## config.mk

```make
export PLATFORM = sky130hd
export DESIGN_NAME = regfile
export DESIGN_NICKNAME = d
export VERILOG_FILES = /design/src/hw/rv_isa_pkg.sv /design/src/hw/regfile.sv
export SDC_FILE = /design/constraint.sdc
export NUM_CORES = 2
export LEC_CHECK = 0
export BUFFER_PORTS_ARGS = -buffer_cell sky130_fd_sc_hd__buf_2
export CAP_MARGIN = 5
export CORE_MARGIN = 2
export CORE_UTILIZATION = 55
export DETAILED_ROUTE_END_ITERATION = 7
export HOLD_SLACK_MARGIN = 0.06
export PLACE_DENSITY_LB_ADDON = 0.08
export SLEW_MARGIN = 20
export SYNTH_ARGS = -nofsm -noshare
export SYNTH_HDL_FRONTEND = slang
export SYNTH_SLANG_ARGS = --single-unit
```

## constraint.sdc

```tcl
create_clock -name clk -period 5.9 [get_ports clk]
set_input_delay 0.295 -clock clk [delete_from_list [all_inputs] [get_ports clk]]
set_output_delay 0.295 -clock clk [all_outputs]
set_load 0.05 [all_outputs]
```

## src/hw/rv_isa_pkg.sv

```systemverilog
`default_nettype none

package rv_isa_pkg;

    localparam int XLEN     = 64;
    localparam int ILEN     = 32;
    localparam int REG_AW   = 5;
    localparam int NUM_REGS = 32;

    typedef logic [XLEN-1:0]   xlen_t;
    typedef logic [ILEN-1:0]   inst_t;
    typedef logic [XLEN-1:0]   addr_t;
    typedef logic [REG_AW-1:0] reg_addr_t;
    typedef logic [6:0]        opcode_t;
    typedef logic [2:0]        funct3_t;
    typedef logic [6:0]        funct7_t;
    typedef logic [XLEN/8-1:0] wmask_t;    // one bit per byte lane

    localparam int RD_BASE     = 7;
    localparam int FUNCT3_BASE = 12;
    localparam int RS1_BASE    = 15;
    localparam int RS2_BASE    = 20;
    localparam int FUNCT7_BASE = 25;

    localparam opcode_t OP     = 7'b0110011;
    localparam opcode_t OP_IMM = 7'b0010011;
    localparam opcode_t OP_32  = 7'b0111011;
    localparam opcode_t LOAD   = 7'b0000011;
    localparam opcode_t STORE  = 7'b0100011;
    localparam opcode_t JAL    = 7'b1101111;
    localparam opcode_t JALR   = 7'b1100111;
    localparam opcode_t LUI    = 7'b0110111;
    localparam opcode_t AUIPC  = 7'b0010111;
    localparam opcode_t BRANCH = 7'b1100011;

    localparam funct3_t F3_ADD_SUB = 3'b000;
    localparam funct3_t F3_SLTIU   = 3'b011;
    localparam funct3_t F3_LW      = 3'b010;
    localparam funct3_t F3_SD      = 3'b011;
    localparam funct3_t F3_JALR    = 3'b000;
    localparam funct3_t F3_BEQ     = 3'b000;
    localparam funct3_t F3_BNE     = 3'b001;

    localparam funct7_t F7_ADD = 7'b0000000;
    localparam funct7_t F7_SUB = 7'b0100000;

    localparam inst_t EBREAK_INST = 32'h0010_0073;
    localparam addr_t RESET_PC    = '0;

endpackage

`default_nettype wire

```

## src/hw/regfile.sv

```systemverilog
`timescale 1ns/1ps
`default_nettype none

module regfile import rv_isa_pkg::*; (
    input  logic      clk,
    input  logic      arst_n,
    input  reg_addr_t rs1,
    input  reg_addr_t rs2,
    output xlen_t     rs1_val,
    output xlen_t     rs2_val,
    input  logic      we,
    input  reg_addr_t rd,
    input  xlen_t     wdata
);

    xlen_t regs [NUM_REGS];

    always_ff @(posedge clk or negedge arst_n) begin
        if (!arst_n) begin
            for (int i = 0; i < NUM_REGS; i++) begin
                regs[i] <= '0;
            end
        end else if (we && rd != '0) begin
            regs[rd] <= wdata;
        end
    end

    assign rs1_val = (rs1 == '0) ? '0 : regs[rs1];   // x0 hardwired
    assign rs2_val = (rs2 == '0) ? '0 : regs[rs2];

endmodule

`default_nettype wire

```

# Word-level counts from Yosys, hierarchy flattened
# Cells that the tools add are included.
# classes
add_sub_neg	0
n_mul	0
div_mod_pow	0
n_lt_le_gt_ge	4
n_eq_ne	0
n_shift	0
n_mux	11
n_bitwise	3
n_reduce_logical	5
# op_table
op	n
2048-bit bitwise mux	1
64-bit binary-select mux with 5-bit select	2
64-bit 2-to-1 mux	7
64-bit demux with 5-bit select	1
6-bit >= comparator, second input constant	3
5-bit NOT with 6-bit output	3
5-bit zero test	2
6-bit by 1-bit < comparator with 1-bit output, second input constant	1
5-bit nonzero test	1
1-bit logical AND	2
# totals
regBits	2048
latchBits	0
mem_bits_rw	0
mem_bits_ro	0
input_bits	82
output_inout_bits	128
word_cells	55
mem_count	0

# Depth between registers and ports, before layout
# logic_depth
ltp_word	6
ltp_mapped	10

# Least setup slack after synthesis
# OpenSTA, ideal clock, no wires.
# synth_timing
kind	input -> output
start	input rs2[1]
end	output rs2_val[39]
arrival_time_ps	3845
t_required_ps	5605
path_slack_ps	1760
stages	7
path_buffers	3
path_cell_list	buf_4 buf_2 or2_2 clkbuf_1 o22ai_1 nor4_1 a2111oi_0
# synth_via
elab_chain_cells	5
# synth_lines
item	line_no	source
from (decl)	regfile.sv:8	input reg_addr_t rs2,
5-bit NOT with 6-bit output (implied by the code)	regfile.sv:29	assign rs2_val = (rs2 == '0) ? '0 : regs[rs2];
64-bit binary-select mux with 5-bit select	regfile.sv:29	
64-bit 2-to-1 mux (implied by the code) (2 in series)	regfile.sv:29	
64-bit 2-to-1 mux (*)	regfile.sv:29	
to (decl)	regfile.sv:10	output xlen_t rs2_val,
# Every way passes the cells marked *; elsewhere a longest branch is shown, timed or not. The select of a mux whose other input is x is not followed.

# Worst setup path in the final report
# layout_timing
start	input rs2[1]
end	output rs2_val[58]
# Same word-level chain as after synthesis.

==> summary.md <==
| Metric | Value |
|---|---|
| TritonCTS clock tree | `built` |
| Synth cell types | `48` |
| Core Rows | `162` |
| Core ar. | `0.195 mm²` |
| Vias | `66300` |
| Cell area after synthesis | `0.108 mm²` |
| Synth warnings | `0` |
| Slew @ Worst Pin | `1230 ps` |
| Final setup viols | `0` |
| Post-synthesis async set-or-reset flop share | `1.00` |
| Area added between synthesis and finish | `10.0%` |
| RR Startpoint | `regs[1617]` |
| Antenna viol nets, final | `0` |
| Vias in the first global route | `69200` |
| Die W | `448 µm` |
| VDD IR max | `0.275 mV` |
| Period utilization | `0.677` |
| First-pass GRT wire length | `488000 µm` |
| Synth Flop Type | `dfrtp_1` |
| WL/cell | `34.4 µm` |
| Power per cell area | `350 mW/mm²` |
| # nets final | `6907` |
| Post-CTS Hold Fix Bufs | `67` |
| Slew HR | `0.174` |
| Hold Startpoint | `rd[2]` |
| Number of synthesized flops with an enable pin | `0` |
| Post-DP HPWL | `185000 µm` |
| Max Fanout on Critical Path | `72` |
| Setup TNS | `0 ps` |
| Initial core utilization | `0.555` |
| Hold Path Sink | `regs[1646]` |
| Max reg flops | `2048` |
| Post-Syn Instances | `6963` |
| Sink Count | `2048` |
| Max-slew violations | `0` |
| MaxCap Viol Count | `0` |
| Total CTS buffers | `218` |
| Clock latency at the later pin of the worst-skew pair | `860 ps` |
| Seq/Total Area, Yosys | `0.473` |
| I/O pins | `210` |
| Starting DRT DRC Count | `5706` |
| Die height | `448 µm` |
| Syn Nets | `7045` |
| Drt total wl | `332000 µm` |
| Kind of critical path | `in -> out` |
| Largest net degree at the start of global routing | `155` |
| Pre-antenna DRT Iters | `6` |
| PortBufs | `209` |
| Clk slew on worst S/H paths | `60 ps` |
| Fin Hold WS | `308 ps` |
| RSZ-0062 raised after global routing | `no` |
| Worst reg-to-reg path cell count | `1` |
| Clock skew | `0 ps` |
| Die Area | `0.201 mm²` |
| Share of cells above drive strength 1 | `0.539` |
| Final min period | `3990 ps` |
| LEAKAGE | `52.3 nW` |
| Final global-route overflow total | `0` |
| Critical Path AT | `3700 ps` |
| Setup Buffers After CTS | `0` |
| Post-cts sizing count | `0` |
| Largest registers | `regs x2048` |
| Avg Inst Size Synth | `15.6 µm²` |
| DRC | `0` |
| Critical path required time | `5610 ps` |
| Max clock buf depth | `3` |
| Flops & latches, synth | `2048` |
| Hold Crit Class | `in -> reg` |
| GPL Wtd Cong | `0.829` |
| Top reg by flops | `regs` |
| Hold depth | `3` |
| Root Buffer | `clkbuf_16` |
| DR vias/cell | `6.89` |
| Reg2Reg Capture Point | `regs[1617]` |
| Overall routing resource usage | `0.335` |
| R2r setup slk | `5080 ps` |
| Startpoint types | `input port` |
| Fin. Hold Viols | `0` |
| Initial antenna violation count | `21` |
| H-tree level count | `4` |
| Setup crit end kind | `output port` |
| FMAX | `0.250 GHz` |
| Status | `finished clean` |
==> per-layer routing <==
| metal | GRT usage | vias up | part of all wire |
|---|---|---|---|
| li1 | - | 26700 | - |
| met1 | 0.461 | 36800 | 0.41 |
| met2 | 0.542 | 2264 | 0.49 |
| met3 | 0.0522 | 647 | 0.055 |
| met4 | 0.127 | 8 | 0.042 |
| met5 | 0 | - | 0.00016 |
==> worst max-delay path: stages <==
cell and delay [ps]:
buf_8 550, buf_4 740, mux4_2 340, mux2_2 140, nand2_1 100, a2111oi_2 970, buf_2 420
==> cell families after synthesis <==
logic type      Yosys count  synth area share
compound gates          328            0.0214
buf+inv                 807            0.0328
flops                  2048             0.473
mux                    3510             0.459
simple gates            270            0.0141
==> Yosys cell counts, types with 5 or more instances <==
cell type  number  area, µm²
o221ai_1       12        105
a2111oi_0       9       78.8
mux2_1         14        158
nor4_1         12       75.1
nor2b_1        39        244
a211oi_1       14        105
o22ai_1       182       1140
a22o_1         11       96.3
nor2_1         30        113
and2_1          6       37.5
a31o_2         13        114
clkbuf_1      434       1630
a211o_1        13        114
mux2_2       2008      22600
and3_1          5       31.3
mux2i_1       520       5200
nor3_1         17       85.1
a22oi_1        26        195
a21oi_1        13       65.1
o22a_1         17        149
nand2_1        40        150
nand3_1         9       45.0
mux4_2        968      21800
buf_6          10        113
buf_2         286       1430
buf_1          51        191
buf_4          26        195
dfrtp_1      2048      51200
or2_1          71        444
nand2b_1       14       87.6
==> power by group <==
group,switching [mW],internal (mW)
combinational,4.00,5.13
clock,5.83,8.15
sequential,1.93,16.7
==> worst max path at each step <==
| stage | endpoint | startpoint |
|---|---|---|
| after floorplan | rs2_val[39] | rs2[1] |
| after global placement | rs2_val[39] | rs2[1] |
| after detailed placement | rs2_val[39] | rs2[1] |
| after CTS | rs2_val[39] | rs2[1] |
| after global routing | rs2_val[0] | rs2[0] |
| final | rs2_val[58] | rs2[1] |
==> per-stage QoR <==
| step | setup WS (ps) | power (mW) | area, µm² | util | instances |
|---|---|---|---|---|---|
| final | 1910 | 41.8 | 119000 | 0.611 | 9630 |
| after global routing | 1920 | 43.5 | 119000 | 0.611 | 9621 |
| after detailed placement | 1950 | 27.9 | 111000 | 0.570 | 9162 |
| after floorplan | 1760 | 25.3 | 108000 | - | 6963 |
| after CTS | 1940 | 41.9 | 119000 | 0.610 | 9618 |
| after global placement | 1940 | 27.5 | 111000 | 0.570 | 9160 |
==> final cells by class <==
| class | count | area (µm²) |
|---|---|---|
| tap | 2624 | 3280 |
| clock buffer | 321 | 6480 |
| sequential | 2048 | 51200 |
| multi-input combinational | 4108 | 54000 |
| timing repair buffer | 449 | 3570 |
| fill | 14800 | 76100 |
| clock inverter | 68 | 759 |
| antenna | 12 | 30.0 |
==> cells in the final DEF (no fill, tap or decap), types with 17 or more instances in the layout <==
| cell type | n |
|---|---|
| a22oi_1 | 26 |
| dfrtp_1 | 2048 |
| buf_2 | 200 |
| buf_4 | 136 |
| clkinv_2 | 39 |
| mux2_2 | 2008 |
| mux4_2 | 968 |
| dlygate4sd3_1 | 67 |
| mux2i_1 | 520 |
| clkbuf_8 | 57 |
| nor2_1 | 18 |
| or2_1 | 71 |
| clkbuf_1 | 44 |
| nand2_1 | 27 |
| o22ai_1 | 182 |
| nor2b_1 | 36 |
| nor3_1 | 17 |
| clkbuf_16 | 222 |
| buf_12 | 38 |
| o22a_1 | 17 |
No activity file was read; power rests on OpenSTA's default activity.
