[src/hw/rv_isa_pkg.sv]
`default_nettype none

package rv_isa_pkg;

    localparam int XLEN     = 64;
    localparam int ILEN     = 32;
    localparam int REG_AW   = 5;
    localparam int NUM_REGS = 32;

    typedef logic [XLEN-1:0]   xlen_t;
    typedef logic [ILEN-1:0]   inst_t;
    typedef logic [XLEN-1:0]   addr_t;
    typedef logic [REG_AW-1:0] reg_addr_t;
    typedef logic [6:0]        opcode_t;
    typedef logic [2:0]        funct3_t;
    typedef logic [6:0]        funct7_t;
    typedef logic [XLEN/8-1:0] wmask_t;    // one bit per byte lane

    localparam int RD_BASE     = 7;
    localparam int FUNCT3_BASE = 12;
    localparam int RS1_BASE    = 15;
    localparam int RS2_BASE    = 20;
    localparam int FUNCT7_BASE = 25;

    localparam opcode_t OP     = 7'b0110011;
    localparam opcode_t OP_IMM = 7'b0010011;
    localparam opcode_t OP_32  = 7'b0111011;
    localparam opcode_t LOAD   = 7'b0000011;
    localparam opcode_t STORE  = 7'b0100011;
    localparam opcode_t JAL    = 7'b1101111;
    localparam opcode_t JALR   = 7'b1100111;
    localparam opcode_t LUI    = 7'b0110111;
    localparam opcode_t AUIPC  = 7'b0010111;
    localparam opcode_t BRANCH = 7'b1100011;

    localparam funct3_t F3_ADD_SUB = 3'b000;
    localparam funct3_t F3_SLTIU   = 3'b011;
    localparam funct3_t F3_LW      = 3'b010;
    localparam funct3_t F3_SD      = 3'b011;
    localparam funct3_t F3_JALR    = 3'b000;
    localparam funct3_t F3_BEQ     = 3'b000;
    localparam funct3_t F3_BNE     = 3'b001;

    localparam funct7_t F7_ADD = 7'b0000000;
    localparam funct7_t F7_SUB = 7'b0100000;

    localparam inst_t EBREAK_INST = 32'h0010_0073;
    localparam addr_t RESET_PC    = '0;

endpackage

`default_nettype wire

[src/hw/rv_ctrl_pkg.sv]
`default_nettype none

package rv_ctrl_pkg;

    import rv_isa_pkg::*;

    typedef enum logic [2:0] {
        ALU_ADD,
        ALU_SUB,
        ALU_SLTU,
        ALU_AND
    } alu_op_e;

    typedef enum logic [1:0] {
        ALU_SRC_REG,      // rs1 op rs2
        ALU_SRC_IMM,      // rs1 op imm
        ALU_SRC_IMM_PC,   // pc + imm
        ALU_SRC_FOUR_PC   // pc + 4, link value
    } alu_src_e;

    typedef enum logic [2:0] {
        IMM_I,
        IMM_S,
        IMM_B,
        IMM_U,
        IMM_J
    } imm_sel_e;

    typedef enum logic [1:0] {
        EXT_NONE,
        EXT_WORD,         // addw
        EXT_LOAD_W        // lw
    } res_ext_e;

    typedef enum logic [2:0] {
        ST_FETCH,
        ST_DECODE,
        ST_EXEC,
        ST_MEM,
        ST_WB,
        ST_HALT
    } core_state_e;

    typedef struct packed {
        logic      branch;
        logic      branch_eq;   // beq when set, bne otherwise
        logic      jump;
        logic      jalr;
        logic      reg_wen;
        logic      mem_read;
        logic      mem_write;
        reg_addr_t rs1;
        reg_addr_t rs2;
        reg_addr_t rd;
        imm_sel_e  imm_sel;
        alu_op_e   alu_op;
        alu_src_e  alu_src;
        res_ext_e  res_ext;
        logic      ebreak;
        logic      illegal;
    } ctrl_t;

endpackage

`default_nettype wire

[src/hw/exec_unit.sv]
`timescale 1ns/1ps
`default_nettype none

module exec_unit import rv_isa_pkg::*, rv_ctrl_pkg::*; (
    input  ctrl_t dec,
    input  inst_t inst,
    input  addr_t pc,
    input  xlen_t rs1_val,
    input  xlen_t rs2_val,
    input  xlen_t load_data,
    output xlen_t imm,
    output xlen_t result,
    output addr_t mem_addr,
    output xlen_t store_data,
    output logic  zero
);

    xlen_t       op_a;
    xlen_t       op_b;
    xlen_t       alu_res;
    logic [31:0] load_word;

    always_comb begin
        case (dec.imm_sel)
            IMM_S:   imm = {{52{inst[31]}}, inst[31:25], inst[11:7]};
            IMM_B:   imm = {{52{inst[31]}}, inst[7], inst[30:25], inst[11:8], 1'b0};
            IMM_U:   imm = {{32{inst[31]}}, inst[31:12], 12'b0};
            IMM_J:   imm = {{44{inst[31]}}, inst[19:12], inst[20], inst[30:21], 1'b0};
            default: imm = {{52{inst[31]}}, inst[31:20]};
        endcase
    end

    always_comb begin
        op_a = rs1_val;
        op_b = rs2_val;
        case (dec.alu_src)
            ALU_SRC_IMM: op_b = imm;
            ALU_SRC_IMM_PC: begin
                op_a = pc;
                op_b = imm;
            end
            ALU_SRC_FOUR_PC: begin
                op_a = pc;
                op_b = xlen_t'(4);
            end
            default: ;
        endcase
    end

    always_comb begin
        case (dec.alu_op)
            ALU_SUB:  alu_res = op_a - op_b;
            ALU_SLTU: alu_res = xlen_t'(op_a < op_b);
            ALU_AND:  alu_res = op_a & op_b;
            default:  alu_res = op_a + op_b;
        endcase
    end

    assign zero       = (alu_res == '0);
    assign mem_addr   = rs1_val + imm;
    assign store_data = rs2_val;
    assign load_word  = mem_addr[2] ? load_data[63:32] : load_data[31:0];  // word in doubleword

    always_comb begin
        case (dec.res_ext)
            EXT_WORD:   result = {{32{alu_res[31]}}, alu_res[31:0]};
            EXT_LOAD_W: result = {{32{load_word[31]}}, load_word};
            default:    result = alu_res;
        endcase
    end

endmodule

`default_nettype wire

[config.mk]
export PLATFORM = sky130hd
export DESIGN_NAME = exec_unit
export DESIGN_NICKNAME = d
export VERILOG_FILES = /design/src/hw/rv_isa_pkg.sv /design/src/hw/rv_ctrl_pkg.sv /design/src/hw/exec_unit.sv
export SDC_FILE = /design/constraint.sdc
export NUM_CORES = 1
export LEC_CHECK = 0
export ABC_AREA = 1
export BUFFER_PORTS_ARGS = -buffer_cell sky130_fd_sc_hd__buf_2
export CAP_MARGIN = 30
export CORE_ASPECT_RATIO = 1.5
export CORE_MARGIN = 1
export CORE_UTILIZATION = 27
export DETAILED_ROUTE_END_ITERATION = 10
export GPL_ROUTABILITY_DRIVEN = 0
export GPL_TIMING_DRIVEN = 0
export PLACE_DENSITY_LB_ADDON = 0.3
export SYNTH_ARGS = -nofsm -noshare
export SYNTH_HDL_FRONTEND = slang
export SYNTH_SLANG_ARGS = --single-unit
[constraint.sdc]
create_clock -name vclk -period 5.3
set_input_delay 0.53 -clock vclk [all_inputs]
set_output_delay 0.53 -clock vclk [all_outputs]
set_load 0.03 [all_outputs]
After elaboration in Yosys (flattened, before gate mapping)
Cells that the tools add are included.

$add $sub $neg: 3. Multipliers: 0. Div/mod/pow operators: 0. Order comparisons: 1. Equal/unequal tests: 12. Shifts and indexed selects: 0. Mux-type cells: 6. Bitwise gates (word level): 1. Reductions and logical operators: 3.

Operators with widths (count): case mux 64 bit (2 select lines) (2); case mux 64 bit (3 select lines) (1); adder 64 bit (2); case mux 31 bit (4 select lines) (1); AND 64 bit (1); logical NOT 64 bit (1); less-than comparator 64 bit (1); 2-to-1 mux 64 bit (1); subtractor 64 bit (1); 2-to-1 mux 32 bit (1); equality test 3 x 2 -> 1 bit (second input constant) (4); equality test 2 bit (second input constant) (3); equality test 3 x 1 -> 1 bit (second input constant) (2); equality test 2 x 1 -> 1 bit (second input constant) (2); OR reduction 2 bit (2); equality test 3 bit (second input constant) (1).

Flip-flop bits (word level): 0. Latch bits: 0. Memory bits (writable): 0. Memory bits (read-only): 0. Input port bits: 322. Output and inout bits: 257. Word-level logic and storage cells: 26. Memories: 0.

Logic depth before layout (Yosys ltp)
Depth in word-level cells: 6. Depth in mapped cells: 35. Gate-level depth less buffers: 33.

Worst setup path before layout
Ideal clock, no wire load.

Path kind: input to output. Start point: input port dec[10] (netlist name). End point: output port zero. Data arrival time: 4.255 ns. Required time: 4.770 ns. Slack: 0.515 ns. Stages on the path: 29. Buffers on the path: 3. Cells stage by stage: nor3_1 or2_0 buf_4 nor2_4 inv_1 nor2_1 buf_2 a21oi_1 inv_1 o22ai_1 ha_1 buf_6 nor2_1 inv_1 nor2_2 nand2_1 clkinv_1 nand3_2 nand3_2 nand2_1 nand2_1 nand2_1 nand3_1 nand3_1 nor2_1 nand2_1 nor2_1 nand2_1 nor3_2.

Word-level cells in the longest chain between the ends: 6. Elaborated cells on any way between the ends: 12. Classes of those cells: add/sub: 2; order compare: 1; eq/ne: 4; mux: 3; bitwise: 1; reduce/logical: 1.

RTL lines: from (decl) (RTL line exec_unit.sv:5) `input ctrl_t dec,`; equality test 3 bit (tied with other cells) (RTL line exec_unit.sv:24) `case (dec.imm_sel)`; case mux 31 bit (4 select lines) (*) (RTL line exec_unit.sv:24); named net imm[14] (RTL line exec_unit.sv:11) `output xlen_t imm,`; case mux 64 bit (2 select lines) (*) (RTL line exec_unit.sv:36) `case (dec.alu_src)`; adder 64 bit (tied with other cells) (RTL line exec_unit.sv:55) `default: alu_res = op_a + op_b;`; case mux 64 bit (3 select lines) (*) (RTL line exec_unit.sv:51) `case (dec.alu_op)`; logical NOT 64 bit (*) (RTL line exec_unit.sv:59) `assign zero = (alu_res == '0);`; to (decl) (RTL line exec_unit.sv:15) `output logic zero`.

Mark *: on every way through the listed nets, which the timed path passes. The rest lies on a longest branch.

Worst setup path in the final report
Start point: input port dec[11] (netlist name). End point: output port zero.

Word-level cells in the longest chain between the ends: 6. Elaborated cells on any way between the ends: 12. Classes of those cells: add/sub: 2; order compare: 1; eq/ne: 4; mux: 3; bitwise: 1; reduce/logical: 1.

RTL lines (RTL line): equality test 3 bit (tied with other cells) (exec_unit.sv:24); case mux 31 bit (4 select lines) (*) (exec_unit.sv:24); case mux 64 bit (2 select lines) (*) (exec_unit.sv:36); adder 64 bit (tied with other cells) (exec_unit.sv:55); case mux 64 bit (3 select lines) (*) (exec_unit.sv:51); logical NOT 64 bit (*) (exec_unit.sv:59).

Mark *: on every way between the ends. The rest lies on a longest branch, timed or not.

==> out/qor.txt <==
post-synthesis sequential area ratio: 0
worst hold endpoint: store_data[8]
Mapped Cells: 4365
sequential cell area: 0 um^2
Post-DP HPWL: 109.8 mm
die span in y: 348.1 um
Hold-fix buffers, CTS: 0
largest net degree at the start of global routing: 43
routed wire length: 124.1 mm
overall routing resource usage: 0.2908
failing checks: setup timing
port bufs: 548
I/O pins: 579
CP dominant cell by count: nand2_1
Detail Route Antenna Nets: 0
worst vdd ir: 0.1089 mV
setup slack after layout: -0.08074 ns
First DRT Iteration DRCs: 2762
max-cap viol count: 0
Rows: 126
first-pass GRT wire length: 173.4 mm
crit path max-delay cell type: ha_1
count of final max-slew check failures: 0
FFs & Latches: 0
largest area contributor in the netlist: nand2_1
Required @ worst endpoint: 4.77 ns
die area: 0.08103 mm^2
register share of total power: 0
Clock power frac: 0
crit path time final: 5.381 ns
Worst Hold Depth: 3
internal cell power: 1.764 mW
Netlist cell types: 55
Via density: 5.020
worst min path class: in2out
RSZ-0062 raised after global routing: true
Initial Utilization: 0.2736
Fmax: 0.1858 GHz
post-route insts no fill: 5979
post-synth top area share: 0.2616
status: finished with violations
Buf+Inv Stages, Crit Path: 8
syn nets: 4886
main area contributors after synthesis: nand2_1 (26%), inv_1 (15%), ha_1 (11%), nor2_1 (6.6%), nand3_1 (6.5%)
clock buffer count: 0
yosys warns: 0
routed length per instance: 20.75 um
initial antenna violation count: 13
critical path launch point: dec[11]
post-route clock period utilization: 1.015
crit path max fanout: 8
Layout area overhead: 25.42%
pre-CTS setup slack: -1.457 ns
Final Util: 0.3431
via count: 30.01k
Hold Fails Final Rpt: 0
slowest stage delay, CP: 0.28 ns
critical path type: in2out
power per cell area: 221.3 mW/mm^2
CP arrival: 4.85 ns
DRC viols: 0
placed insts: 5938
total power draw: 5.986 mW
Slew @ Worst Pin: 0.7839 ns
DR pass1 iterations: 9
nets: 5467
Sw Ratio: 0.7053
setup TNS: -0.08074 ns
vias in the first global route: 27.32k
hold_sp: rs2_val[8]
total net switching power: 4.221 mW
logic gate share of total power: 1.000
GR Overflow Total: 0
layout cells sized above 1: 0.2322
cell area after synthesis: 0.02156 mm^2
Max transition margin: 0.4774
syn_area_per_cell: 4.940 um^2
Setup violations, final: 1
top cell family by delay on the critical path: simple AND/OR/NAND/NOR gates
Leak Pwr: 15.89 nW
crit end category: output port
Die W: 232.8 um
Core Area: 0.07883 mm^2
Filler Cells Inserted: 9342
startpoint types: input pin
cells in the mapped netlist (23+ instances only):
cell / count
nand2_1: 1503
nand4_1: 46
buf_4: 127
nor3_1: 31
o21bai_1: 23
nor2_2: 54
a21oi_1: 224
inv_1: 871
clkbuf_1: 41
inv_2: 26
nand3_1: 278
xor2_1: 58
buf_2: 24
nor2_1: 377
nand2_2: 23
o21ai_0: 186
ha_1: 196
mux2_2: 62
layout make-up:
| class | instances | area, um^2 | share of cell area |
|---|---|---|---|
| tap | 1024 | 1281 | 0.04737 |
| antenna | 11 | 27.53 | 0.001018 |
| multi-input combinational | 3254 | 17660 | 0.6530 |
| timing repair buffer | 580 | 3178 | 0.1175 |
| buffer | 211 | 1493 | 0.05519 |
| inverter | 899 | 3405 | 0.1259 |
cells by family (layout without fill, tap and decap cells):
kind of cell | after synthesis | count (layout) | share of synthesized area
xor+xnor | 68 | 68 | 0.02762
mux | 62 | 62 | 0.03238
simple gates | 2377 | 2377 | 0.4610
compound gates | 548 | 548 | 0.1422
other cells | 0 | 11 | 0
fa+ha+maj | 199 | 199 | 0.1165
buf+inv | 1111 | 1690 | 0.2204
worst max-delay path by stage:
stage,endpoint,slack [ns],cells after the start
2_1_floorplan,zero,0.51,29
3_3_place_gp,result[39],-1.44,26
3_5_place_dp,zero,-1.46,25
4_1_cts,result[43],-0.03,34
5_1_grt,zero,-0.32,25
6_report,zero,-0.08,33
per-stage QoR:
step           hold slack (ns)  area [um^2]
2_1_floorplan            1.192        21560
3_3_place_gp             1.412        25590
3_5_place_dp             1.415        25610
4_1_cts                  1.416        26320
5_1_grt                  1.430        27050
6_report                 1.414        27050
per-layer routing:
metal / share of wire / GRT usage / vias up
met5: 0.00014 / 0 / -
met1: 0.37 / 0.3242 / 13236
met4: 0.11 / 0.2544 / 2
met3: 0.071 / 0.02884 / 490
met2: 0.45 / 0.4900 / 1719
li1: - / - / 14566
power groups by stage:
stage	Sequential, mW	Clock (mW)	Combinational, mW
2_1_floorplan	0	0	3.62
3_3_place_gp	0	0	5.51
3_5_place_dp	0	0	5.53
4_1_cts	0	0	5.70
5_1_grt	0	0.000000278	6.39
6_report	0	0.000000278	5.99
timing repair:
item	in CTS	in global routing
setup buffers	12	14
gates resized for setup	166	176
pin swaps	8	19
endpoints found under the setup margin	66	51
cloned	1	4
placed cells by master (no fill, tap or decap), types with 21 or more instances in the layout:
cell type,n
inv_2,37
inv_1,852
nor2_2,73
nor2_4,30
buf_6,22
o21ai_0,176
a21oi_1,202
nand4_1,46
ha_1,190
xor2_1,58
nand2_1,1468
nand3_2,44
o21bai_1,23
a21oi_2,21
nand3_1,245
nand2_2,53
nor2_1,336
clkbuf_1,29
nor3_1,30
mux2_2,62
buf_2,533
buf_4,180
Note: power is estimated with default switching activity, not from simulation.
