===== config.mk =====
export PLATFORM = sky130hd
export DESIGN_NAME = pc_unit
export DESIGN_NICKNAME = d
export VERILOG_FILES = /design/src/hw/rv_isa_pkg.sv /design/src/hw/rv_ctrl_pkg.sv /design/src/hw/pc_unit.sv
export SDC_FILE = /design/constraint.sdc
export NUM_CORES = 1
export LEC_CHECK = 0
export ABC_AREA = 1
export BUFFER_PORTS_ARGS = -buffer_cell sky130_fd_sc_hd__buf_2
export CAP_MARGIN = 10
export CELL_PAD_IN_SITES_DETAIL_PLACEMENT = 1
export CELL_PAD_IN_SITES_GLOBAL_PLACEMENT = 1
export CORE_MARGIN = 2
export CORE_UTILIZATION = 35
export CTS_CLUSTER_DIAMETER = 200
export CTS_CLUSTER_SIZE = 24
export DETAILED_ROUTE_END_ITERATION = 16
export HOLD_SLACK_MARGIN = 0.08
export PLACE_DENSITY = 0.73
export SYNTH_ARGS = -nofsm -noshare
export SYNTH_HDL_FRONTEND = slang
export SYNTH_SLANG_ARGS = --single-unit
export TNS_END_PERCENT = 1

===== constraint.sdc =====
create_clock -name clk -period 3 [get_ports clk]
set_input_delay 0.3 -clock clk [delete_from_list [all_inputs] [get_ports clk]]
set_output_delay 0.3 -clock clk [all_outputs]
set_load 0.05 [all_outputs]

===== src/hw/rv_isa_pkg.sv =====
`default_nettype none

package rv_isa_pkg;

    localparam int XLEN     = 64;
    localparam int ILEN     = 32;
    localparam int REG_AW   = 5;
    localparam int NUM_REGS = 32;

    typedef logic [XLEN-1:0]   xlen_t;
    typedef logic [ILEN-1:0]   inst_t;
    typedef logic [XLEN-1:0]   addr_t;
    typedef logic [REG_AW-1:0] reg_addr_t;
    typedef logic [6:0]        opcode_t;
    typedef logic [2:0]        funct3_t;
    typedef logic [6:0]        funct7_t;
    typedef logic [XLEN/8-1:0] wmask_t;    // one bit per byte lane

    localparam int RD_BASE     = 7;
    localparam int FUNCT3_BASE = 12;
    localparam int RS1_BASE    = 15;
    localparam int RS2_BASE    = 20;
    localparam int FUNCT7_BASE = 25;

    localparam opcode_t OP     = 7'b0110011;
    localparam opcode_t OP_IMM = 7'b0010011;
    localparam opcode_t OP_32  = 7'b0111011;
    localparam opcode_t LOAD   = 7'b0000011;
    localparam opcode_t STORE  = 7'b0100011;
    localparam opcode_t JAL    = 7'b1101111;
    localparam opcode_t JALR   = 7'b1100111;
    localparam opcode_t LUI    = 7'b0110111;
    localparam opcode_t AUIPC  = 7'b0010111;
    localparam opcode_t BRANCH = 7'b1100011;

    localparam funct3_t F3_ADD_SUB = 3'b000;
    localparam funct3_t F3_SLTIU   = 3'b011;
    localparam funct3_t F3_LW      = 3'b010;
    localparam funct3_t F3_SD      = 3'b011;
    localparam funct3_t F3_JALR    = 3'b000;
    localparam funct3_t F3_BEQ     = 3'b000;
    localparam funct3_t F3_BNE     = 3'b001;

    localparam funct7_t F7_ADD = 7'b0000000;
    localparam funct7_t F7_SUB = 7'b0100000;

    localparam inst_t EBREAK_INST = 32'h0010_0073;
    localparam addr_t RESET_PC    = '0;

endpackage

`default_nettype wire


===== src/hw/rv_ctrl_pkg.sv =====
`default_nettype none

package rv_ctrl_pkg;

    import rv_isa_pkg::*;

    typedef enum logic [2:0] {
        ALU_ADD,
        ALU_SUB,
        ALU_SLTU,
        ALU_AND
    } alu_op_e;

    typedef enum logic [1:0] {
        ALU_SRC_REG,      // rs1 op rs2
        ALU_SRC_IMM,      // rs1 op imm
        ALU_SRC_IMM_PC,   // pc + imm
        ALU_SRC_FOUR_PC   // pc + 4, link value
    } alu_src_e;

    typedef enum logic [2:0] {
        IMM_I,
        IMM_S,
        IMM_B,
        IMM_U,
        IMM_J
    } imm_sel_e;

    typedef enum logic [1:0] {
        EXT_NONE,
        EXT_WORD,         // addw
        EXT_LOAD_W        // lw
    } res_ext_e;

    typedef enum logic [2:0] {
        ST_FETCH,
        ST_DECODE,
        ST_EXEC,
        ST_MEM,
        ST_WB,
        ST_HALT
    } core_state_e;

    typedef struct packed {
        logic      branch;
        logic      branch_eq;   // beq when set, bne otherwise
        logic      jump;
        logic      jalr;
        logic      reg_wen;
        logic      mem_read;
        logic      mem_write;
        reg_addr_t rs1;
        reg_addr_t rs2;
        reg_addr_t rd;
        imm_sel_e  imm_sel;
        alu_op_e   alu_op;
        alu_src_e  alu_src;
        res_ext_e  res_ext;
        logic      ebreak;
        logic      illegal;
    } ctrl_t;

endpackage

`default_nettype wire


===== src/hw/pc_unit.sv =====
`timescale 1ns/1ps
`default_nettype none

module pc_unit import rv_isa_pkg::*, rv_ctrl_pkg::*; (
    input  logic  clk,
    input  logic  arst_n,
    input  logic  upd,
    input  ctrl_t dec,
    input  xlen_t rs1_val,
    input  xlen_t imm,
    input  logic  zero,
    output addr_t pc
);

    logic  taken;
    addr_t pc_nxt;

    assign taken = dec.branch && (dec.branch_eq ? zero : !zero);

    always_comb begin
        if (dec.jalr) begin
            pc_nxt = (rs1_val + imm) & ~addr_t'(1);   // clear bit 0
        end else if (dec.jump || taken) begin
            pc_nxt = pc + imm;                        // J or B immediate
        end else begin
            pc_nxt = pc + addr_t'(4);
        end
    end

    always_ff @(posedge clk or negedge arst_n) begin
        if (!arst_n) begin
            pc <= RESET_PC;
        end else if (upd) begin
            pc <= pc_nxt;
        end
    end

endmodule

`default_nettype wire


Word-level counts from Yosys, hierarchy flattened
Index checks and enable logic that the tools add are counted.
Widths: inputs -> output; s select.
Storage, ports and cells
  flip-flop bits (word level): 64
  bits in latches: 0
  bits in writable memories: 0
  ROM bits: 0
  input port bits: 166
  output and inout port bits: 64
  logic and storage cells: 10
  memories kept: 0
Cells by class
  add/sub/neg operators: 3
  multiply operators: 0
  div/mod/pow operators: 0
  order comparisons: 0
  equality and inequality tests: 0
  shifts and indexed selects: 0
  mux-type cells: 3
  bitwise logic cells: 0
  reduce and logical (&&, ||, !) cells: 3
Operators by type and width (count)
  $add 64x64->64: 2
  $mux 64: 2
  $add 64x3->64 const B: 1
  $logic_and 1x1->1: 1
  $logic_not 1->1: 1
  $logic_or 1x1->1: 1
  $mux 1: 1

Depth between registers and ports, before layout
Gate-level depths: netlist (run 1).
  depth after elaboration: 6
  mapped depth: 19
  gate-level depth less buffers: 19

Worst setup path before layout (run 1)
Ideal clock, no wire load.
  path kind: reg2reg
  start point: register pc[0]
  end point: register pc[60]
  data arrival time: 2.406 ns
  data required time: 2.882 ns
  path slack: 0.476 ns
  cell stages (with the launch flop): 20
  cells stage by stage: dfrtp_1 -> ha_1 -> inv_1 -> fa_1 -> inv_1 -> nand3_1 -> nand3_1 -> nand2_1 -> nand2_1 -> nand2_1 -> nand2_1 -> nand2_1 -> nand2_1 -> nand2_1 -> nand2_1 -> nand2_1 -> nand3_1 -> nand3_1 -> nand3_1 -> nand2_1
On the way
  word-level cells in the longest chain between the ends: 3
RTL lines
  from (decl): line pc_unit.sv:12  | output addr_t pc
  from (signal assigned): line pc_unit.sv:34  | pc <= pc_nxt;
  $add 64x3->64 / $add 64x64->64 (equally long branches): line pc_unit.sv:26, pc_unit.sv:24
  $mux 64 *: line pc_unit.sv:23  | end else if (dec.jump || taken) begin
  $mux 64 *: line pc_unit.sv:21  | if (dec.jalr) begin
Mark *: on every way between the ends. The rest lies on a longest branch, timed or not.
A chain may end at the register's enable or synchronous reset.

Worst setup path in the final report (run 1)
  start point: register pc[0]
  end point: register pc[54]
Same word-level chain as after synthesis.

==> reports/qor.txt, run 1 <==
=====================================================================================================
Via density per instance ...............................................................         5.43
Hold Slack .............................................................................     0.379 ns
Crit. End Element ......................................................................         flop
Top Metal Used .........................................................................         met4
Worst setup path end ................................................................... pc[54]$_DFFE_PN0P_
FF-to-FF path depth ....................................................................           17
Pin count of the biggest net entering global routing ...................................           74
Category of the worst setup path launch point ..........................................         flop
Leading cell types in the layout, fill and taps excluded ............................... nand2_1, inv_1, nor2_1
Simple-gate portion of the synthesized area ............................................        48.1%
Detailed Route Iter0 Violations ........................................................         1557
Reg2reg end ............................................................................ pc[54]$_DFFE_PN0P_
Via count of the first global-routing pass .............................................        22000
Path category of the worst min-delay check .............................................    in -> reg
Mapped Avg Cell Area ...................................................................     5.10 µm²
Cells after Synth ......................................................................         3113
TritonCTS clock tree ...................................................................        built
First-pass GRT wire length .............................................................       134 mm
Number of hold violations in the final report ..........................................            0
Root buf cell ..........................................................................    clkbuf_16
Worst-Skew Late Latency ................................................................      0.37 ns
Total of max-cap violations ............................................................            0
Area of the die ........................................................................    47100 µm²
Wire length the detailed router placed on met1 .........................................      40.1 mm
Min Tclk post-route ....................................................................      2.85 ns
TritonCTS Sinks ........................................................................           64
Largest registers in the final layout ..................................................      pc (64)
Buffers inserted during post-CTS setup optimization ....................................            0
Xor and xnor area share after synthesis ................................................        4.36%
Buffer depth of the longest clock path .................................................            2
Wire length after detailed routing .....................................................      91.8 mm
Final-report max-slew violation count ..................................................            0
Met3 wirelength from detailed routing ..................................................      6.62 mm
HPWL after DPL .........................................................................      80.3 mm
Post-synthesis share of cell area spent on full adders, half adders and majority gates .        10.2%
Data arrival time of the worst path ....................................................      3.11 ns
Net count, final .......................................................................         3671
Result of the run ......................................................................    completed
Type of the worst setup path ...........................................................   reg -> reg
Setup repair after global routing missed its margin ....................................          yes
Final worst path period share ..........................................................        94.9%
IO Count ...............................................................................          230
Maximum clock rate .....................................................................      351 MHz
Area grow syn2layout ...................................................................        16.9%
Mapped cell area .......................................................................    15900 µm²
Last weighted congestion value of the routability-driven placer ........................         1.04
Critical path fanouts, max .............................................................            4
Worst-case headroom to the max-slew limit ..............................................        42.0%
Synthesized-area fraction occupied by ao, oa, aoi and oai cells ........................        13.6%
IR Drop Worst-Case VDD .................................................................     0.236 mV
Reg-to-reg slack, setup ................................................................      0.15 ns
Synth top area cells ................................................................... nand2_1, inv_1, dfrtp_1
Final setup fails ......................................................................            0
Antenna violations before repair .......................................................            2
Depth of the CTS H-tree ................................................................            3
Register bit total from synthesis ......................................................           64
Floorplan die height ...................................................................       217 µm
Transition time at the pin with the least slew margin ..................................     0.862 ns
Initial core utilization ...............................................................        35.2%
Clock transition at the registers of the reported paths ................................      0.06 ns
Met2 wire len ..........................................................................      41.2 mm
Reg with most FFs ......................................................................           pc
Share of synthesized area occupied by flip-flops and latches ...........................        10.1%
Port buffer count ......................................................................          199
Final cell area excluding filler cells .................................................    18600 µm²
Overall routing resource usage .........................................................        38.6%
Post-Synthesis Net Count ...............................................................         3407
Commonest non-fill, non-tap cell in the layout .........................................      nand2_1
Combinational family with the most area after synthesis ................................ simple AND/OR/NAND/NOR gates
Share of final-layout standard cells stronger than drive strength 1 ....................        10.0%
Total clock buffers created by CTS .....................................................            9
Total power divided by cell area .......................................................   495 nW/µm²
Clock Skews ............................................................................    0.0131 ns
Crit path from ......................................................................... pc[0]$_DFFE_PN0P_
Num rows ...............................................................................           78
Mux cell area share after synthesis ....................................................           0%
Overall power of the completed layout ..................................................      9.19 mW
Syn. warnings ..........................................................................            0
Final global-route overflow total ......................................................            0
Worst flop-to-flop path startpoint ..................................................... pc[0]$_DFFE_PN0P_
Die X ..................................................................................       217 µm
Max FFs per register ...................................................................           64
Required time of the worst setup path ..................................................      3.26 ns
Placement-stage cell area ..............................................................    18200 µm²
Vias ...................................................................................        21600
Area share of the leading cell type in the synthesized netlist .........................        27.1%
DRC violation count after routing ......................................................            0
Drt pass-1 iters .......................................................................            5
Leakage power ..........................................................................      10.5 nW
Area of the placeable core .............................................................    45100 µm²
Wirelength per Cell ....................................................................      23.0 µm
Most area-hungry cell type in the Yosys netlist ........................................      nand2_1
Distinct cells, synth ..................................................................           44
Antenna Violating Nets Remaining .......................................................            0
=====================================================================================================
==> power breakdown <==
group / internal, mW / switching, mW / total, mW
logic: 1.98 / 4.87 / 6.84
clock network: 0.625 / 0.458 / 1.08
registers: 1.04 / 0.230 / 1.27
==> repair_timing <==
item	CTS	global route
setup endpoints to repair	0	7
hold buffers	1	0
gates resized for setup	0	6
hold endpoints to repair	30	0
==> routing by layer <==
metal | up-vias | global-route usage, %
met5 | - | 0
met4 | 0 | 15.3
met3 | 144 | 5.70
met2 | 697 | 63.0
met1 | 10400 | 50.9
li1 | 10400 | -
==> critical path, stage by stage, from the launching register on <==
cell and delay (ns):
dfrtp_1 0.36, ha_1 0.22, inv_1 0.07, fa_1 0.43
inv_1 0.12, nand2_1 0.06, nand3_1 0.12, nand2_1 0.08
nand2_1 0.15, nand2_1 0.08, nand3_1 0.28, nand3_1 0.18
nand3_1 0.11, nand2_1 0.05, nand3_1 0.15, nand2_1 0.14
nand2_1 0.08, nand2_1 0.04
==> area by class of cell <==
class / instances / area [µm²]
repair buffers: 294 / 1760
well taps: 600 / 751
multi-input cells: 2473 / 12100
diodes: 4 / 10.0
inverters: 535 / 2010
flip-flops and latches: 64 / 1600
clock buffers: 12 / 267
fillers: 6659 / 26500
clock inverters: 4 / 27.5
==> cell usage after synthesis (all sizes together) <==
| master | count |
|---|---|
| fa | 2 |
| dfrtp | 64 |
| nor2 | 354 |
| and2 | 2 |
| o21a | 3 |
| nand2 | 1149 |
| nand3b | 13 |
| xnor2 | 18 |
| nor3 | 62 |
| a21oi | 205 |
| o21ai | 124 |
| nand3 | 223 |
| o221ai | 1 |
| a31oi | 14 |
| or2 | 7 |
| and3 | 2 |
| inv | 535 |
| ha | 126 |
| a22oi | 1 |
| clkbuf | 22 |
| o22ai | 6 |
| and3b | 1 |
| buf | 19 |
| nor4 | 12 |
| nor3b | 1 |
| a21boi | 1 |
| nand4 | 41 |
| o211ai | 7 |
| a211oi | 1 |
| a21o | 5 |
| o21bai | 29 |
| o311ai | 2 |
| xor2 | 61 |
==> kinds of logic after synthesis <==
kind of cell	after synthesis
xor gates and xnor gates	79
adders and majority gates	128
AOI/OAI and AO/OA	399
and+or+nand+nor	1867
buffers and inverters	576
DFF	64
==> metrics by stage <==
step                setup slack (ns)  setup TNS [ns]  std cells  util, %
global route                 -0.0191         -0.0191       3982     41.1
detailed placement             0.142               0       3965     40.4
finish                         0.153               0       3986     41.2
floorplan                      0.476               0       3113        -
CTS                            0.121               0       3982     41.1
global placement               0.214               0       3965     40.4
==> worst min-delay path by stage <==
stage	from	cells after the start	endpoint	slack, ns
floorplan	arst_n	0	pc[0]$_DFFE_PN0P_	0.004
global placement	arst_n	1	pc[7]$_DFFE_PN0P_	0.43
detailed placement	arst_n	1	pc[2]$_DFFE_PN0P_	0.43
CTS	upd	3	pc[5]$_DFFE_PN0P_	0.36
global route	upd	3	pc[5]$_DFFE_PN0P_	0.39
finish	upd	3	pc[5]$_DFFE_PN0P_	0.38
No activity file was read; power rests on OpenSTA's default activity.
==> run 2, diff against run 1 <==
Settings changed: ABC_AREA 1 to 0, PLACE_DENSITY 0.73 to 0.7.
==> reports/qor.txt, run 2 <==
=====================================================================================================
Result of the run ...................................................................... finished with violations
Failing checks ......................................................................... setup timing
Top_reg_cell synth .....................................................................      dfrtp_1
Number of hold violations in the final report ..........................................            0
Cells after Synth ......................................................................         1643
FF-to-FF path depth ....................................................................           15
Slowest cell on the critical path ......................................................      dfrtp_1
Net count, final .......................................................................         2500
Non-filler cells, final ................................................................         2659
IO Count ...............................................................................          230
Via density per instance ...............................................................         5.80
Num rows ...............................................................................           67
Syn. warnings ..........................................................................            0
Buffer depth of the longest clock path .................................................            2
Post-Synthesis Net Count ...............................................................         1937
Min Tclk post-route ....................................................................      3.46 ns
Worst-Skew Late Latency ................................................................      0.37 ns
Area of the placeable core .............................................................    33300 µm²
Synthesized-area fraction occupied by ao, oa, aoi and oai cells ........................        34.9%
Last weighted congestion value of the routability-driven placer ........................        0.933
Instance count along the most critical hold path .......................................            4
Final-report max-slew violation count ..................................................            0
Total clock buffers created by CTS .....................................................            9
Detailed Route Iter0 Violations ........................................................          997
Root buf cell ..........................................................................    clkbuf_16
Final setup fails ......................................................................           28
Worst-case headroom to the max-slew limit ..............................................        49.4%
Fraction of registers with async set/reset .............................................         100%
Pin count of the biggest net entering global routing ...................................           52
Data arrival time of the worst path ....................................................      3.71 ns
Hold Crit Endpoint ..................................................................... pc[53]$_DFFE_PN0P_
Most numerous cell types in the synthesized netlist .................................... a21oi_1, nor2_1, nand2_1, ha_1, o21ai_0
Antenna violations before repair .......................................................            1
Via count of the first global-routing pass .............................................        16000
Max FFs per register ...................................................................           64
Die X ..................................................................................       187 µm
Depth of the CTS H-tree ................................................................            3
Share of final-layout standard cells stronger than drive strength 1 ....................        36.2%
Vias ...................................................................................        15400
Mapped cell area .......................................................................    11700 µm²
Drt pass-1 iters .......................................................................            5
Dominant cell type by count on the critical path .......................................        buf_4
Cell with the most instances after synthesis ...........................................      a21oi_1
Launch instance of the worst min-delay path ............................................  rs1_val[52]
Overall routing resource usage .........................................................        30.2%
First-pass GRT wire length .............................................................      85.1 mm
Worst flop-to-flop path startpoint ..................................................... pc[14]$_DFFE_PN0P_
Reg2reg end ............................................................................ pc[41]$_DFFE_PN0P_
Final global-route overflow total ......................................................            0
Leading cell types in the layout, fill and taps excluded ............................... buf_4, a21oi_1, buf_2
Type of the worst setup path ...........................................................   reg -> reg
Register bit total from synthesis ......................................................           64
Clock transition at the registers of the reported paths ................................      0.07 ns
Total power divided by cell area .......................................................   633 nW/µm²
Total of max-cap violations ............................................................            0
Critical path fanouts, max .............................................................            6
Initial core utilization ...............................................................        35.2%
Commonest non-fill, non-tap cell in the layout .........................................        buf_4
Distinct cells, synth ..................................................................           86
Clock Skews ............................................................................    0.0182 ns
Number of flops mapped to enable cells by yosys ........................................            0
Leakage power ..........................................................................      8.05 nW
Maximum clock rate .....................................................................      289 MHz
Area of the die ........................................................................    35000 µm²
TritonCTS clock tree ...................................................................        built
IR Drop Worst-Case VDD .................................................................     0.347 mV
Final worst path period share ..........................................................         115%
Worst slack, placed ....................................................................     -1.23 ns
Mux cell area share after synthesis ....................................................       0.363%
Wirelength per Cell ....................................................................      20.8 µm
Transition time at the pin with the least slew margin ..................................     0.758 ns
HPWL after DPL .........................................................................      44.3 mm
Post-synthesis share of cell area spent on full adders, half adders and majority gates .        13.8%
Simple-gate portion of the synthesized area ............................................        21.2%
DRC violation count after routing ......................................................            0
Worst path max stage delay .............................................................      0.46 ns
Antenna Violating Nets Remaining .......................................................            0
Combinational family with the most area after synthesis ................................ compound AO/OA/AOI/OAI gates
Share of synthesized area occupied by flip-flops and latches ...........................        13.7%
Port buffer count ......................................................................          199
Reg-to-reg slack, setup ................................................................     -0.46 ns
Placed Instances .......................................................................         2635
Setup repair after global routing missed its margin ....................................          yes
Category of the worst setup path launch point ..........................................         flop
TritonCTS Sinks ........................................................................           64
Most area-hungry cell type in the Yosys netlist ........................................      dfrtp_1
Wire length after detailed routing .....................................................      55.4 mm
Crit. End Element ......................................................................         flop
Critical path, cell by cell ............................................................ ha_2 > nand4_1 > buf_4 > o221ai_1 > a31oi_1 > a21o_1 > buf_4 > nor3_1 > nor2_1 > o31ai_2 > buf_4 > a41oi_1 > xor2_1 > a21oi_1 > a211o_1
Reg with most FFs ......................................................................           pc
Required time of the worst setup path ..................................................      3.25 ns
Xor and xnor area share after synthesis ................................................        11.6%
Sequential standard cell area ..........................................................     1620 µm²
Path category of the worst min-delay check .............................................    in -> reg
Area share of the leading cell type in the synthesized netlist .........................        13.7%
Area grow syn2layout ...................................................................        46.8%
Mapped Avg Cell Area ...................................................................     7.14 µm²
Synth top area cells ................................................................... dfrtp_1, ha_1, a21oi_1
Min setup slack post-route .............................................................    -0.458 ns
Largest registers in the final layout ..................................................      pc (64)
Overall power of the completed layout ..................................................      10.9 mW
Floorplan die height ...................................................................       187 µm
Combined area of the multi-input logic cells ...........................................    10200 µm²
Count of fill cells added during filler insertion ......................................         4302
=====================================================================================================
-- run 2: cell types whose count changed in the layout (fill, tap and decap cells not counted), moves of 39 or more --
cell and change:
xnor2_1 +71, a21o_1 +72, nor2_1 -204, o21ai_0 -39, nand2_1 -1006, nand3_1 -168, buf_4 +349, inv_1 -491
-- run 2: per-layer routing --
| layer | track usage [%] | vias up | routed length (µm) |
|---|---|---|---|
| met1 | 38.5 | 7609 | 24400 |
| met3 | 2.95 | 130 | 2100 |
| li1 | - | 7256 | - |
| met5 | 0 | - | 0 |
| met4 | 11.6 | 0 | 2260 |
| met2 | 52.4 | 440 | 26600 |
-- run 2: layout make-up --
class	count	share of cell area [%]
Tap cell	448	3.25
Inverter	43	0.937
Multi-Input combinational cell	1448	59.5
Clock buffer	12	1.55
Sequential cell	64	9.42
Clock inverter	3	0.232
Antenna cell	1	0.0145
Timing Repair Buffer	640	25.1
-- run 2: metrics by stage --
step | utilization, % | area [µm²] | hold WS (ns) | setup TNS [ns]
2_1_floorplan | - | 11800 | 0.00441 | -1.28
3_3_place_gp | 48.9 | 16300 | 0.389 | -16.81
3_5_place_dp | 48.9 | 16300 | 0.400 | -20.04
4_1_cts | 50.4 | 16800 | 0.400 | -3.95
5_1_grt | 51.7 | 17200 | 0.448 | -9.07
6_report | 51.7 | 17200 | 0.406 | -4.35
-- run 2: kinds of logic after synthesis --
| logic type | after synthesis |
|---|---|
| buf+inv | 131 |
| fa+ha+maj | 128 |
| compound gates | 645 |
| mux | 4 |
| xor+xnor | 155 |
| simple gates | 516 |
| flops | 64 |
-- run 2: repair_timing --
action                                  in CTS  in global routing
pin swaps                                   15                 32
hold buffers                                 1                  0
endpoints found under the setup margin      34                 43
resized for setup                           34                 85
setup buffers                                3                  4
hold endpoints to repair                    23                  0
-- run 2: how the worst max path moves through the flow --
stage                        from            endpoint  slack (ns)  cells past startpoint
6_report       pc[14]$_DFFE_PN0P_  pc[41]$_DFFE_PN0P_       -0.46                     15
5_1_grt        pc[14]$_DFFE_PN0P_  pc[41]$_DFFE_PN0P_       -0.56                     15
4_1_cts         pc[0]$_DFFE_PN0P_  pc[62]$_DFFE_PN0P_       -0.24                     14
3_5_place_dp               imm[2]  pc[63]$_DFFE_PN0P_       -1.23                     15
3_3_place_gp               imm[2]  pc[61]$_DFFE_PN0P_       -1.04                     14
2_1_floorplan   pc[0]$_DFFE_PN0P_  pc[62]$_DFFE_PN0P_       -0.19                     14
-- run 2: report_power, final --
part | switching, mW | leakage [nW] | internal, mW | total (mW)
Combinational | 4.85 | 7.18 | 3.47 | 8.33
Clock | 0.501 | 0.154 | 0.706 | 1.21
Sequential | 0.252 | 0.720 | 1.11 | 1.36
Total | 5.61 | 8.05 | 5.29 | 10.9
-- run 2: critical path, delay by kind of cell, from the launching register on --
kind | cells | cell delay, ns
adder cells (fa/ha/maj) | 1 | 0.44
XOR/XNOR | 1 | 0.18
AO/OA/AOI/OAI | 7 | 1.27
buffers and inverters | 3 | 0.50
AND/OR/NAND/NOR | 3 | 0.49
flip-flops | 1 | 0.46
